==> src/verilog/lsu_pkg.sv <==
// lsu shared types
`default_nettype none

package lsu_pkg;

    // load encoding, unsigned loads appended after lw
    typedef enum logic [2:0] {
        ld_none = 3'd0,
        ld_lb   = 3'd1,
        ld_lh   = 3'd2,
        ld_lw   = 3'd3,
        ld_lbu  = 3'd4,
        ld_lhu  = 3'd5
    } load_type_e;

    typedef enum logic [1:0] {
        st_none = 2'd0,
        st_sb   = 2'd1,
        st_sh   = 2'd2,
        st_sw   = 2'd3
    } store_type_e;

    // axi-lite response codes in use
    typedef enum logic [1:0] {
        resp_okay   = 2'b00,
        resp_slverr = 2'b10
    } axi_resp_e;

    // executed instruction as handed over by the core
    typedef struct packed {
        logic [31:0] alu_result;
        logic [31:0] wdata;
        load_type_e  load_type;
        store_type_e store_type;
        logic [4:0]  wreg;
        logic        wd;
    } lsu_op_t;

    // word-aligned bus request, store data already in lane position
    typedef struct packed {
        logic [31:0] addr;
        logic [31:0] wdata;
        logic [3:0]  strb;
        logic        is_load;
        logic        is_store;
        logic [1:0]  offset;
        load_type_e  load_type;
    } mem_req_t;

    // one read word, split into byte or halfword lanes
    typedef union packed {
        logic [3:0][7:0]  bytes;
        logic [1:0][15:0] halves;
        logic [31:0]      word;
    } mem_word_u;

    // register writeback record
    typedef struct packed {
        logic        wd;
        logic [4:0]  wreg;
        logic [31:0] wdata;
        logic        err;
    } wb_t;

endpackage

`default_nettype wire

==> src/verilog/dmem_axil.sv <==
// axi-lite data scratchpad
`timescale 1ns/1ps
`default_nettype none

module dmem_axil #(
    parameter int MEM_WORDS_LOG2 = 6,
    parameter int RESP_DELAY     = 2
) (
    input  logic        clk,
    input  logic        rst,
    input  logic [31:0] ar_addr_i,
    input  logic        ar_valid_i,
    output logic        ar_ready_o,
    output logic [31:0] r_data_o,
    output logic [1:0]  r_resp_o,
    output logic        r_valid_o,
    input  logic        r_ready_i,
    input  logic [31:0] aw_addr_i,
    input  logic        aw_valid_i,
    output logic        aw_ready_o,
    input  logic [31:0] w_data_i,
    input  logic [3:0]  w_strb_i,
    input  logic        w_valid_i,
    output logic        w_ready_o,
    output logic [1:0]  b_resp_o,
    output logic        b_valid_o,
    input  logic        b_ready_i
);
    import lsu_pkg::*;

    localparam int DEPTH = 1 << MEM_WORDS_LOG2;
    localparam int CNT_W = $clog2(RESP_DELAY + 2);

    typedef enum logic [1:0] {
        s_idle,
        s_delay,
        s_resp
    } state_e;

    logic [31:0]               mem [DEPTH];
    state_e                    state_q;
    logic                      rdy_q;
    logic                      is_rd_q;
    logic [CNT_W-1:0]          cnt_q;
    logic [31:0]               rdata_q;
    axi_resp_e                 resp_q;
    logic                      rd_acc;
    logic                      wr_acc;
    logic                      rd_in_range;
    logic                      wr_in_range;
    logic [MEM_WORDS_LOG2-1:0] rd_idx;
    logic [MEM_WORDS_LOG2-1:0] wr_idx;

    // read wins if both arrive together
    assign rd_acc = rdy_q & ar_valid_i;
    assign wr_acc = rdy_q & aw_valid_i & w_valid_i & ~ar_valid_i;

    // write needs address and data in the same cycle
    assign ar_ready_o = rdy_q;
    assign aw_ready_o = rdy_q & w_valid_i & ~ar_valid_i;
    assign w_ready_o  = rdy_q & aw_valid_i & ~ar_valid_i;

    assign rd_in_range = (ar_addr_i[31:MEM_WORDS_LOG2+2] == '0);
    assign wr_in_range = (aw_addr_i[31:MEM_WORDS_LOG2+2] == '0);
    assign rd_idx      = ar_addr_i[MEM_WORDS_LOG2+1:2];
    assign wr_idx      = aw_addr_i[MEM_WORDS_LOG2+1:2];

    // response held until its ready
    assign r_valid_o = (state_q == s_resp) & is_rd_q;
    assign b_valid_o = (state_q == s_resp) & ~is_rd_q;
    assign r_data_o  = rdata_q;
    assign r_resp_o  = resp_q;
    assign b_resp_o  = resp_q;

    always_ff @(posedge clk) begin
        if (rst) begin
            state_q <= s_idle;
            rdy_q   <= 1'b0;
            is_rd_q <= 1'b0;
            cnt_q   <= '0;
        end else begin
            // ready rises one cycle into idle
            rdy_q <= (state_q == s_idle) & ~rd_acc & ~wr_acc;
            case (state_q)
                s_idle: begin
                    if (rd_acc || wr_acc) begin
                        state_q <= s_delay;
                        is_rd_q <= rd_acc;
                        cnt_q   <= CNT_W'(1);
                    end
                end
                s_delay: begin
                    if (cnt_q >= CNT_W'(RESP_DELAY)) begin
                        state_q <= s_resp;
                    end else begin
                        cnt_q <= cnt_q + 1'b1;
                    end
                end
                s_resp: begin
                    if ((r_valid_o && r_ready_i) || (b_valid_o && b_ready_i)) begin
                        state_q <= s_idle;
                    end
                end
                default: begin
                    state_q <= s_idle;
                end
            endcase
        end
    end

    // array access at accept, result parked for the delay
    always_ff @(posedge clk) begin
        if (rd_acc) begin
            rdata_q <= rd_in_range ? mem[rd_idx] : 32'd0;
            resp_q  <= rd_in_range ? resp_okay : resp_slverr;
        end
        if (wr_acc) begin
            resp_q <= wr_in_range ? resp_okay : resp_slverr;
            // strobed lanes only, nothing written out of range
            for (int i = 0; i < 4; i++) begin
                if (wr_in_range && w_strb_i[i]) begin
                    mem[wr_idx][8*i +: 8] <= w_data_i[8*i +: 8];
                end
            end
        end
    end

endmodule

`default_nettype wire

==> src/verilog/lsu_axi_master.sv <==
// lsu axi-lite access fsm
`timescale 1ns/1ps
`default_nettype none

module lsu_axi_master (
    input  logic              clk,
    input  logic              rst,
    input  logic              start_i,
    input  lsu_pkg::mem_req_t req_i,
    output logic              done_o,
    output logic [31:0]       rdata_o,
    output logic              err_o,
    // read address / read data
    output logic [31:0]       ar_addr_o,
    output logic              ar_valid_o,
    input  logic              ar_ready_i,
    input  logic [31:0]       r_data_i,
    input  logic [1:0]        r_resp_i,
    input  logic              r_valid_i,
    output logic              r_ready_o,
    // write address / write data / write response
    output logic [31:0]       aw_addr_o,
    output logic              aw_valid_o,
    input  logic              aw_ready_i,
    output logic [31:0]       w_data_o,
    output logic [3:0]        w_strb_o,
    output logic              w_valid_o,
    input  logic              w_ready_i,
    input  logic [1:0]        b_resp_i,
    input  logic              b_valid_i,
    output logic              b_ready_o
);
    import lsu_pkg::*;

    typedef enum logic [1:0] {
        s_idle,
        s_issue,
        s_wait_resp,
        s_finish
    } state_e;

    state_e      state_q;
    state_e      state_d;
    logic        aw_done_q;
    logic        w_done_q;
    logic        acc_q;
    logic        err_q;
    logic [31:0] rdata_q;
    logic        access;
    logic        ar_hs;
    logic        aw_hs;
    logic        w_hs;
    logic        r_hs;
    logic        b_hs;
    logic        aw_ok;
    logic        w_ok;

    assign access = req_i.is_load | req_i.is_store;

    // valids held through issue, never gated by ready
    assign ar_addr_o  = req_i.addr;
    assign ar_valid_o = (state_q == s_issue) & req_i.is_load;
    assign aw_addr_o  = req_i.addr;
    assign aw_valid_o = (state_q == s_issue) & req_i.is_store & ~aw_done_q;
    assign w_data_o   = req_i.wdata;
    assign w_strb_o   = req_i.strb;
    assign w_valid_o  = (state_q == s_issue) & req_i.is_store & ~w_done_q;
    assign r_ready_o  = (state_q == s_wait_resp);
    assign b_ready_o  = (state_q == s_wait_resp);

    assign ar_hs = ar_valid_o & ar_ready_i;
    assign aw_hs = aw_valid_o & aw_ready_i;
    assign w_hs  = w_valid_o & w_ready_i;
    assign r_hs  = r_valid_i & r_ready_o;
    assign b_hs  = b_valid_i & b_ready_o;

    // aw and w may complete in different cycles
    assign aw_ok = aw_done_q | aw_hs;
    assign w_ok  = w_done_q | w_hs;

    // no bus access -> done right in issue
    assign done_o  = ((state_q == s_issue) & ~access) | ((state_q == s_finish) & acc_q);
    assign rdata_o = rdata_q;
    assign err_o   = err_q;

    always_comb begin
        state_d = state_q;
        case (state_q)
            s_idle: begin
                if (start_i) begin
                    state_d = s_issue;
                end
            end
            s_issue: begin
                if (!access) begin
                    state_d = s_finish;
                end else if (req_i.is_load) begin
                    if (ar_hs) begin
                        state_d = s_wait_resp;
                    end
                end else if (aw_ok && w_ok) begin
                    state_d = s_wait_resp;
                end
            end
            s_wait_resp: begin
                if (r_hs || b_hs) begin
                    state_d = s_finish;
                end
            end
            s_finish: begin
                // next op may already be starting
                state_d = start_i ? s_issue : s_idle;
            end
            default: begin
                state_d = s_idle;
            end
        endcase
    end

    always_ff @(posedge clk) begin
        if (rst) begin
            state_q   <= s_idle;
            aw_done_q <= 1'b0;
            w_done_q  <= 1'b0;
            acc_q     <= 1'b0;
            err_q     <= 1'b0;
        end else begin
            state_q <= state_d;
            if (state_q == s_issue) begin
                acc_q     <= access;
                aw_done_q <= (state_d == s_issue) & aw_ok;
                w_done_q  <= (state_d == s_issue) & w_ok;
            end
            // fresh op starts clean
            if (state_d == s_issue && state_q != s_issue) begin
                err_q <= 1'b0;
            end
            if (r_hs) begin
                err_q <= (r_resp_i != resp_okay);
            end
            if (b_hs) begin
                err_q <= (b_resp_i != resp_okay);
            end
        end
    end

    // load data, presented in finish
    always_ff @(posedge clk) begin
        if (r_hs) begin
            rdata_q <= r_data_i;
        end
    end

endmodule

`default_nettype wire

==> src/verilog/lsu_load_align.sv <==
// load align and writeback
`timescale 1ns/1ps
`default_nettype none

module lsu_load_align (
    input  logic             clk,
    input  logic             rst,
    input  logic             done_i,
    input  logic [31:0]      rdata_i,
    input  logic             err_i,
    input  lsu_pkg::lsu_op_t op_i,
    input  logic [1:0]       offset_i,
    output logic             wb_valid_o,
    output lsu_pkg::wb_t     wb_o
);
    import lsu_pkg::*;

    mem_word_u   word;
    logic [7:0]  byte_sel;
    logic [15:0] half_sel;
    logic [31:0] load_val;
    wb_t         wb_d;
    wb_t         wb_q;
    logic        wb_valid_q;

    always_comb begin
        word.word = rdata_i;
    end

    // lane pick by address offset
    assign byte_sel = word.bytes[offset_i];
    assign half_sel = word.halves[offset_i[1]];

    always_comb begin
        case (op_i.load_type)
            ld_lb:   load_val = {{24{byte_sel[7]}}, byte_sel};
            ld_lbu:  load_val = {24'd0, byte_sel};
            ld_lh:   load_val = {{16{half_sel[15]}}, half_sel};
            ld_lhu:  load_val = {16'd0, half_sel};
            ld_lw:   load_val = word.word;
            default: load_val = 32'd0;
        endcase
    end

    always_comb begin
        wb_d.wreg  = op_i.wreg;
        wb_d.err   = err_i;
        // bus error drops the register write
        wb_d.wd    = op_i.wd & ~err_i;
        wb_d.wdata = (op_i.load_type != ld_none) ? load_val : op_i.alu_result;
    end

    always_ff @(posedge clk) begin
        if (rst) begin
            wb_valid_q <= 1'b0;
        end else begin
            wb_valid_q <= done_i;
        end
    end

    always_ff @(posedge clk) begin
        if (done_i) begin
            wb_q <= wb_d;
        end
    end

    assign wb_valid_o = wb_valid_q;
    assign wb_o       = wb_q;

endmodule

`default_nettype wire

==> src/verilog/lsu_req_decode.sv <==
// lsu request decode
`timescale 1ns/1ps
`default_nettype none

module lsu_req_decode (
    input  logic              clk,
    input  logic              rst,
    input  logic              valid_i,
    input  lsu_pkg::lsu_op_t  op_i,
    input  logic              done_i,
    output logic              busy_o,
    output logic              start_o,
    output lsu_pkg::mem_req_t req_o,
    output lsu_pkg::lsu_op_t  op_o
);
    import lsu_pkg::*;

    lsu_op_t    op_q;
    logic       busy_q;
    logic       accept;
    logic [1:0] offset;

    // strobe only taken while idle
    assign accept  = valid_i & ~busy_q;
    assign start_o = accept;
    assign busy_o  = busy_q;
    assign op_o    = op_q;

    always_ff @(posedge clk) begin
        if (rst) begin
            busy_q <= 1'b0;
        end else if (done_i) begin
            busy_q <= 1'b0;
        end else if (accept) begin
            busy_q <= 1'b1;
        end
    end

    // captured instruction, held until the access ends
    always_ff @(posedge clk) begin
        if (accept) begin
            op_q <= op_i;
        end
    end

    assign offset = op_q.alu_result[1:0];

    always_comb begin
        req_o.addr      = {op_q.alu_result[31:2], 2'b00};
        req_o.offset    = offset;
        req_o.load_type = op_q.load_type;
        req_o.is_load   = (op_q.load_type != ld_none);
        req_o.is_store  = (op_q.store_type != st_none);
        // lane select plus data replicated across lanes
        case (op_q.store_type)
            st_sb: begin
                req_o.strb  = 4'b0001 << offset;
                req_o.wdata = {4{op_q.wdata[7:0]}};
            end
            st_sh: begin
                // halfword lands on lane pair 0-1 or 2-3
                req_o.strb  = 4'b0011 << {offset[1], 1'b0};
                req_o.wdata = {2{op_q.wdata[15:0]}};
            end
            st_sw: begin
                req_o.strb  = 4'b1111;
                req_o.wdata = op_q.wdata;
            end
            default: begin
                req_o.strb  = 4'b0000;
                req_o.wdata = op_q.wdata;
            end
        endcase
    end

endmodule

`default_nettype wire

==> src/verilog/mem_stage.sv <==
// memory stage top
`timescale 1ns/1ps
`default_nettype none

module mem_stage #(
    parameter int MEM_WORDS_LOG2 = 6,
    parameter int RESP_DELAY     = 2
) (
    input  logic             clk,
    input  logic             rst,
    input  logic             valid_i,
    input  lsu_pkg::lsu_op_t op_i,
    output logic             busy_o,
    output logic             wb_valid_o,
    output lsu_pkg::wb_t     wb_o
);
    import lsu_pkg::*;

    // decode <-> master <-> align
    logic        start;
    mem_req_t    req;
    lsu_op_t     op_q;
    logic        done;
    logic [31:0] rdata;
    logic        err;

    // axi-lite link to the scratchpad
    logic [31:0] ar_addr;
    logic        ar_valid;
    logic        ar_ready;
    logic [31:0] r_data;
    logic [1:0]  r_resp;
    logic        r_valid;
    logic        r_ready;
    logic [31:0] aw_addr;
    logic        aw_valid;
    logic        aw_ready;
    logic [31:0] w_data;
    logic [3:0]  w_strb;
    logic        w_valid;
    logic        w_ready;
    logic [1:0]  b_resp;
    logic        b_valid;
    logic        b_ready;

    lsu_req_decode i_decode (
        .clk     (clk),
        .rst     (rst),
        .valid_i (valid_i),
        .op_i    (op_i),
        .done_i  (done),
        .busy_o  (busy_o),
        .start_o (start),
        .req_o   (req),
        .op_o    (op_q)
    );

    lsu_axi_master i_master (
        .clk        (clk),
        .rst        (rst),
        .start_i    (start),
        .req_i      (req),
        .done_o     (done),
        .rdata_o    (rdata),
        .err_o      (err),
        .ar_addr_o  (ar_addr),
        .ar_valid_o (ar_valid),
        .ar_ready_i (ar_ready),
        .r_data_i   (r_data),
        .r_resp_i   (r_resp),
        .r_valid_i  (r_valid),
        .r_ready_o  (r_ready),
        .aw_addr_o  (aw_addr),
        .aw_valid_o (aw_valid),
        .aw_ready_i (aw_ready),
        .w_data_o   (w_data),
        .w_strb_o   (w_strb),
        .w_valid_o  (w_valid),
        .w_ready_i  (w_ready),
        .b_resp_i   (b_resp),
        .b_valid_i  (b_valid),
        .b_ready_o  (b_ready)
    );

    lsu_load_align i_align (
        .clk        (clk),
        .rst        (rst),
        .done_i     (done),
        .rdata_i    (rdata),
        .err_i      (err),
        .op_i       (op_q),
        .offset_i   (req.offset),
        .wb_valid_o (wb_valid_o),
        .wb_o       (wb_o)
    );

    dmem_axil #(
        .MEM_WORDS_LOG2 (MEM_WORDS_LOG2),
        .RESP_DELAY     (RESP_DELAY)
    ) i_dmem (
        .clk        (clk),
        .rst        (rst),
        .ar_addr_i  (ar_addr),
        .ar_valid_i (ar_valid),
        .ar_ready_o (ar_ready),
        .r_data_o   (r_data),
        .r_resp_o   (r_resp),
        .r_valid_o  (r_valid),
        .r_ready_i  (r_ready),
        .aw_addr_i  (aw_addr),
        .aw_valid_i (aw_valid),
        .aw_ready_o (aw_ready),
        .w_data_i   (w_data),
        .w_strb_i   (w_strb),
        .w_valid_i  (w_valid),
        .w_ready_o  (w_ready),
        .b_resp_o   (b_resp),
        .b_valid_o  (b_valid),
        .b_ready_i  (b_ready)
    );

endmodule

`default_nettype wire
==> config.mk <==
export PLATFORM = sky130hd
export DESIGN_NAME = mem_stage
export DESIGN_NICKNAME = d
export VERILOG_FILES = /design/src/verilog/lsu_pkg.sv /design/src/verilog/dmem_axil.sv /design/src/verilog/lsu_axi_master.sv /design/src/verilog/lsu_load_align.sv /design/src/verilog/lsu_req_decode.sv /design/src/verilog/mem_stage.sv
export SDC_FILE = /design/constraint.sdc
export NUM_CORES = 2
export LEC_CHECK = 0
export BUFFER_PORTS_ARGS = -buffer_cell sky130_fd_sc_hd__buf_2
export CELL_PAD_IN_SITES_DETAIL_PLACEMENT = 1
export CELL_PAD_IN_SITES_GLOBAL_PLACEMENT = 1
export CORE_AREA = 2 2 449 362
export CTS_CLUSTER_SIZE = 10
export DETAILED_ROUTE_END_ITERATION = 12
export DIE_AREA = 0 0 451 364
export PLACE_DENSITY_LB_ADDON = 0.1
export SLEW_MARGIN = 30
export SYNTH_ARGS = -nofsm -noshare
export SYNTH_HDL_FRONTEND = slang
export SYNTH_HIERARCHICAL = 1
export SYNTH_SLANG_ARGS = --single-unit
==> constraint.sdc <==
create_clock -name clk -period 6.9 [get_ports clk]
set_clock_uncertainty 0.05 [all_clocks]
set_input_delay 1.035 -clock clk [delete_from_list [all_inputs] [get_ports clk]]
set_output_delay 1.035 -clock clk [all_outputs]
set_load 0.01 [all_outputs]
==> flow_metrics.env <==
export IMPL_p_clk_share_pct=42.1
export IMPL_place_area_um2=90700
export IMPL_area_sequential_um2=67200
export IMPL_max_freq_mhz=218
export IMPL_path_cells="buf_4 > or3_1 > inv_1 > nor3_1 > nand4b_1 > nor4_2 > buf_4 > nand2_2 > buf_4 > nor2_1"
export IMPL_grt_antenna_before_repair=32
export IMPL_core_area_um2=160000
export IMPL_vias_per_cell=6.94
export IMPL_cts_inserted_buffers=275
export IMPL_firstDrtPassIters=6
export IMPL_routed_wl_um=270000
export IMPL_cpPeakStageDelay_ns=0.80
export IMPL_p_leak_nw=30.5
export IMPL_critical_path_top_delay_family="simple AND/OR/NAND/NOR gates"
export IMPL_portBuffers=118
export IMPL_status="complete, no violations"
export IMPL_synth_avg_cell_area_um2=20.5
export IMPL_start_util_pct=55.3
export IMPL_p_int_mw=22.9
export IMPL_cts_resized_gates=0
export IMPL_cts_root_buf="clkbuf_16"
export IMPL_syn_area_um2=88700
export IMPL_grt_pass1_wl_um=376000
export IMPL_worstPathRequired_ns=7.35
export IMPL_syn_to_final_growth_pct=10.5
export IMPL_io_pins=119
export IMPL_postRouteAntennaNets=0
export IMPL_crit_fanout=64
export IMPL_syn_inst=4335
export IMPL_grt_usage_pct=33.3
export IMPL_clock_path_buffers=4
export IMPL_vias=46200
export IMPL_maxSlewHeadroom_pct=19.1
export IMPL_cts_clk_slew_worst_paths_ns=0.06
export IMPL_post_cts_setup_buffer_count=0
export IMPL_drc_errors=0
export IMPL_wire_per_inst_um=40.6
export IMPL_n_fill_cell=13100
export IMPL_grt_max_degree=117
export IMPL_critical_path_buf_inv_count=4
export IMPL_routabilityCongestion=0.886
export IMPL_grt_pass1_vias=46300
export IMPL_swShare_pct=21.5
export IMPL_worst_slew_pin_slew_ns=1.21
export IMPL_cpMaxStageDelayCell="nor2_1"
export IMPL_ir_worst_vdd_v=0.000325
export IMPL_cts_htree_levels=5
export IMPL_path_class="reg -> reg"
export IMPL_setup_viol=0
export IMPL_multi_input_area_um2=19300
export IMPL_rsz0062_at_grt="false"
export IMPL_worstPathArrival_ns=5.04
export IMPL_hold_viol_final=0
export IMPL_die_h_um=364
export IMPL_drv_cap=0
export IMPL_setup_tns_ns=0
export IMPL_gr_total_overflow=0
export IMPL_design_area_um2=98000
export IMPL_crit_top_cell="buf_4"
export IMPL_slew_violations=0
export IMPL_combPwrFrac_pct=5.7
export IMPL_seqPwrFrac_pct=52.2
export IMPL_cts_hold_buf=0
export IMPL_yosysWarningCount=6
export IMPL_fin_nets=4527
export IMPL_clk_latency_ns=0.91
export IMPL_startpoint_type="register"
export IMPL_die_area_um2=164000
export IMPL_drt_iter0_markers=6806
export IMPL_p_per_area_nw_per_um2=297
export IMPL_crit_path_end_kind="register"
export IMPL_cts_tree="yes"
export IMPL_drive_above_1_share_pct=25.4
export IMPL_fin_crit_ns=4.59
export IMPL_die_width_um=451
export IMPL_rows=132
export IMPL_fin_crit_sh_pct=66.5
export IMPL_holdCritPathClass="in -> reg"
export IMPL_post_dp_hpwl_um=169000
export IMPL_cts_sinks=2241
export IMPL_p_sw_mw=6.26
[state kept, by name (all words and copies together), names as in the netlist, 2 cells and up]
signal            cells
i_dmem/r_data_o      32
i_master/state_q      2
i_master/rdata_o     32
i_decode/op_o        75
i_align/wb_o         39
i_dmem/cnt_q          2
i_dmem/mem         2048
i_dmem/state_q        2
[worst reg2reg max path, stage by stage, from the launching register on]
cell and delay (ns):
edfxtp_1 0.39, buf_4 0.28, or3_1 0.48, inv_1 0.13, nor3_1 0.09, nand4b_1 0.32
nor4_2 0.71, buf_4 0.33, nand2_2 0.14, buf_4 0.39, nor2_1 0.90
[per-stage QoR]
step / utilization [%] / hold slack [ns] / cells / power (mW) / worst slack (ns)
CTS: 61.0 / 0.202 / 6626 / 29.3 / 2.26
detailed placement: 56.6 / 0.356 / 6314 / 17.1 / 2.28
floorplan: - / 0.350 / 4336 / 16.5 / 1.58
finish: 61.1 / 0.249 / 6653 / 29.2 / 2.31
global route: 61.1 / 0.219 / 6630 / 29.8 / 2.09
global placement: 56.5 / 0.350 / 6311 / 17.1 / 2.22
[power groups by stage]
| stage | clock, mW | combinational (mW) | sequential [mW] |
|---|---|---|---|
| detailed placement | 0 | 1.63 | 15.5 |
| floorplan | 0 | 1.02 | 15.4 |
| CTS | 12.4 | 1.64 | 15.2 |
| global placement | 0 | 1.60 | 15.5 |
| global route | 12.9 | 1.71 | 15.2 |
| finish | 12.3 | 1.66 | 15.2 |
[layer usage]
layer / GRT usage, % / vias to the layer above / wire length [um] / part of all wire [%]
li1: - / 17900 / - / -
met1: 46.8 / 24600 / 104000 / 39
met2: 48.4 / 3068 / 121000 / 45
met3: 10.4 / 585 / 31800 / 12
met4: 14.8 / 22 / 12300 / 4.6
met5: 0.926 / - / 465 / 0.17
[area by class of cell]
type / instances / area share [%]
clock buffers: 307 / 7.32
flip-flops and latches: 2241 / 68.5
well taps: 2144 / 2.74
multi-input cells: 1694 / 19.7
diodes: 26 / 0.0664
repair buffers: 219 / 1.56
clock inverters: 5 / 0.0345
inverters: 17 / 0.0664
[path summary, 6_finish.rpt]
kind	startpoint	to	slack, ns	cells past startpoint
worst max-delay path	i_decode/op_o[10]	i_dmem/mem[1][14]	2.31	10
worst min-delay path	op_i[22]	i_decode/op_o[22]	0.25	1
worst max register to register	i_decode/op_o[10]	i_dmem/mem[1][14]	2.31	10
worst min register to register	i_dmem/r_data_o[16]	i_master/rdata_o[16]	0.37	0
[layout by cell type (no fill, tap or decap), types with 26 or more instances in the layout]
cell type  count
nand2_1      158
a22oi_1       58
nor2_1       295
diode_2       26
edfxtp_1    2227
a32oi_1       27
mux2_2        32
o22ai_1       33
mux4_2       528
nor2b_1       28
buf_4         87
a21oi_1       67
buf_2        118
mux2i_1      126
clkbuf_16    283
Power figures use the tool's default switching activity.
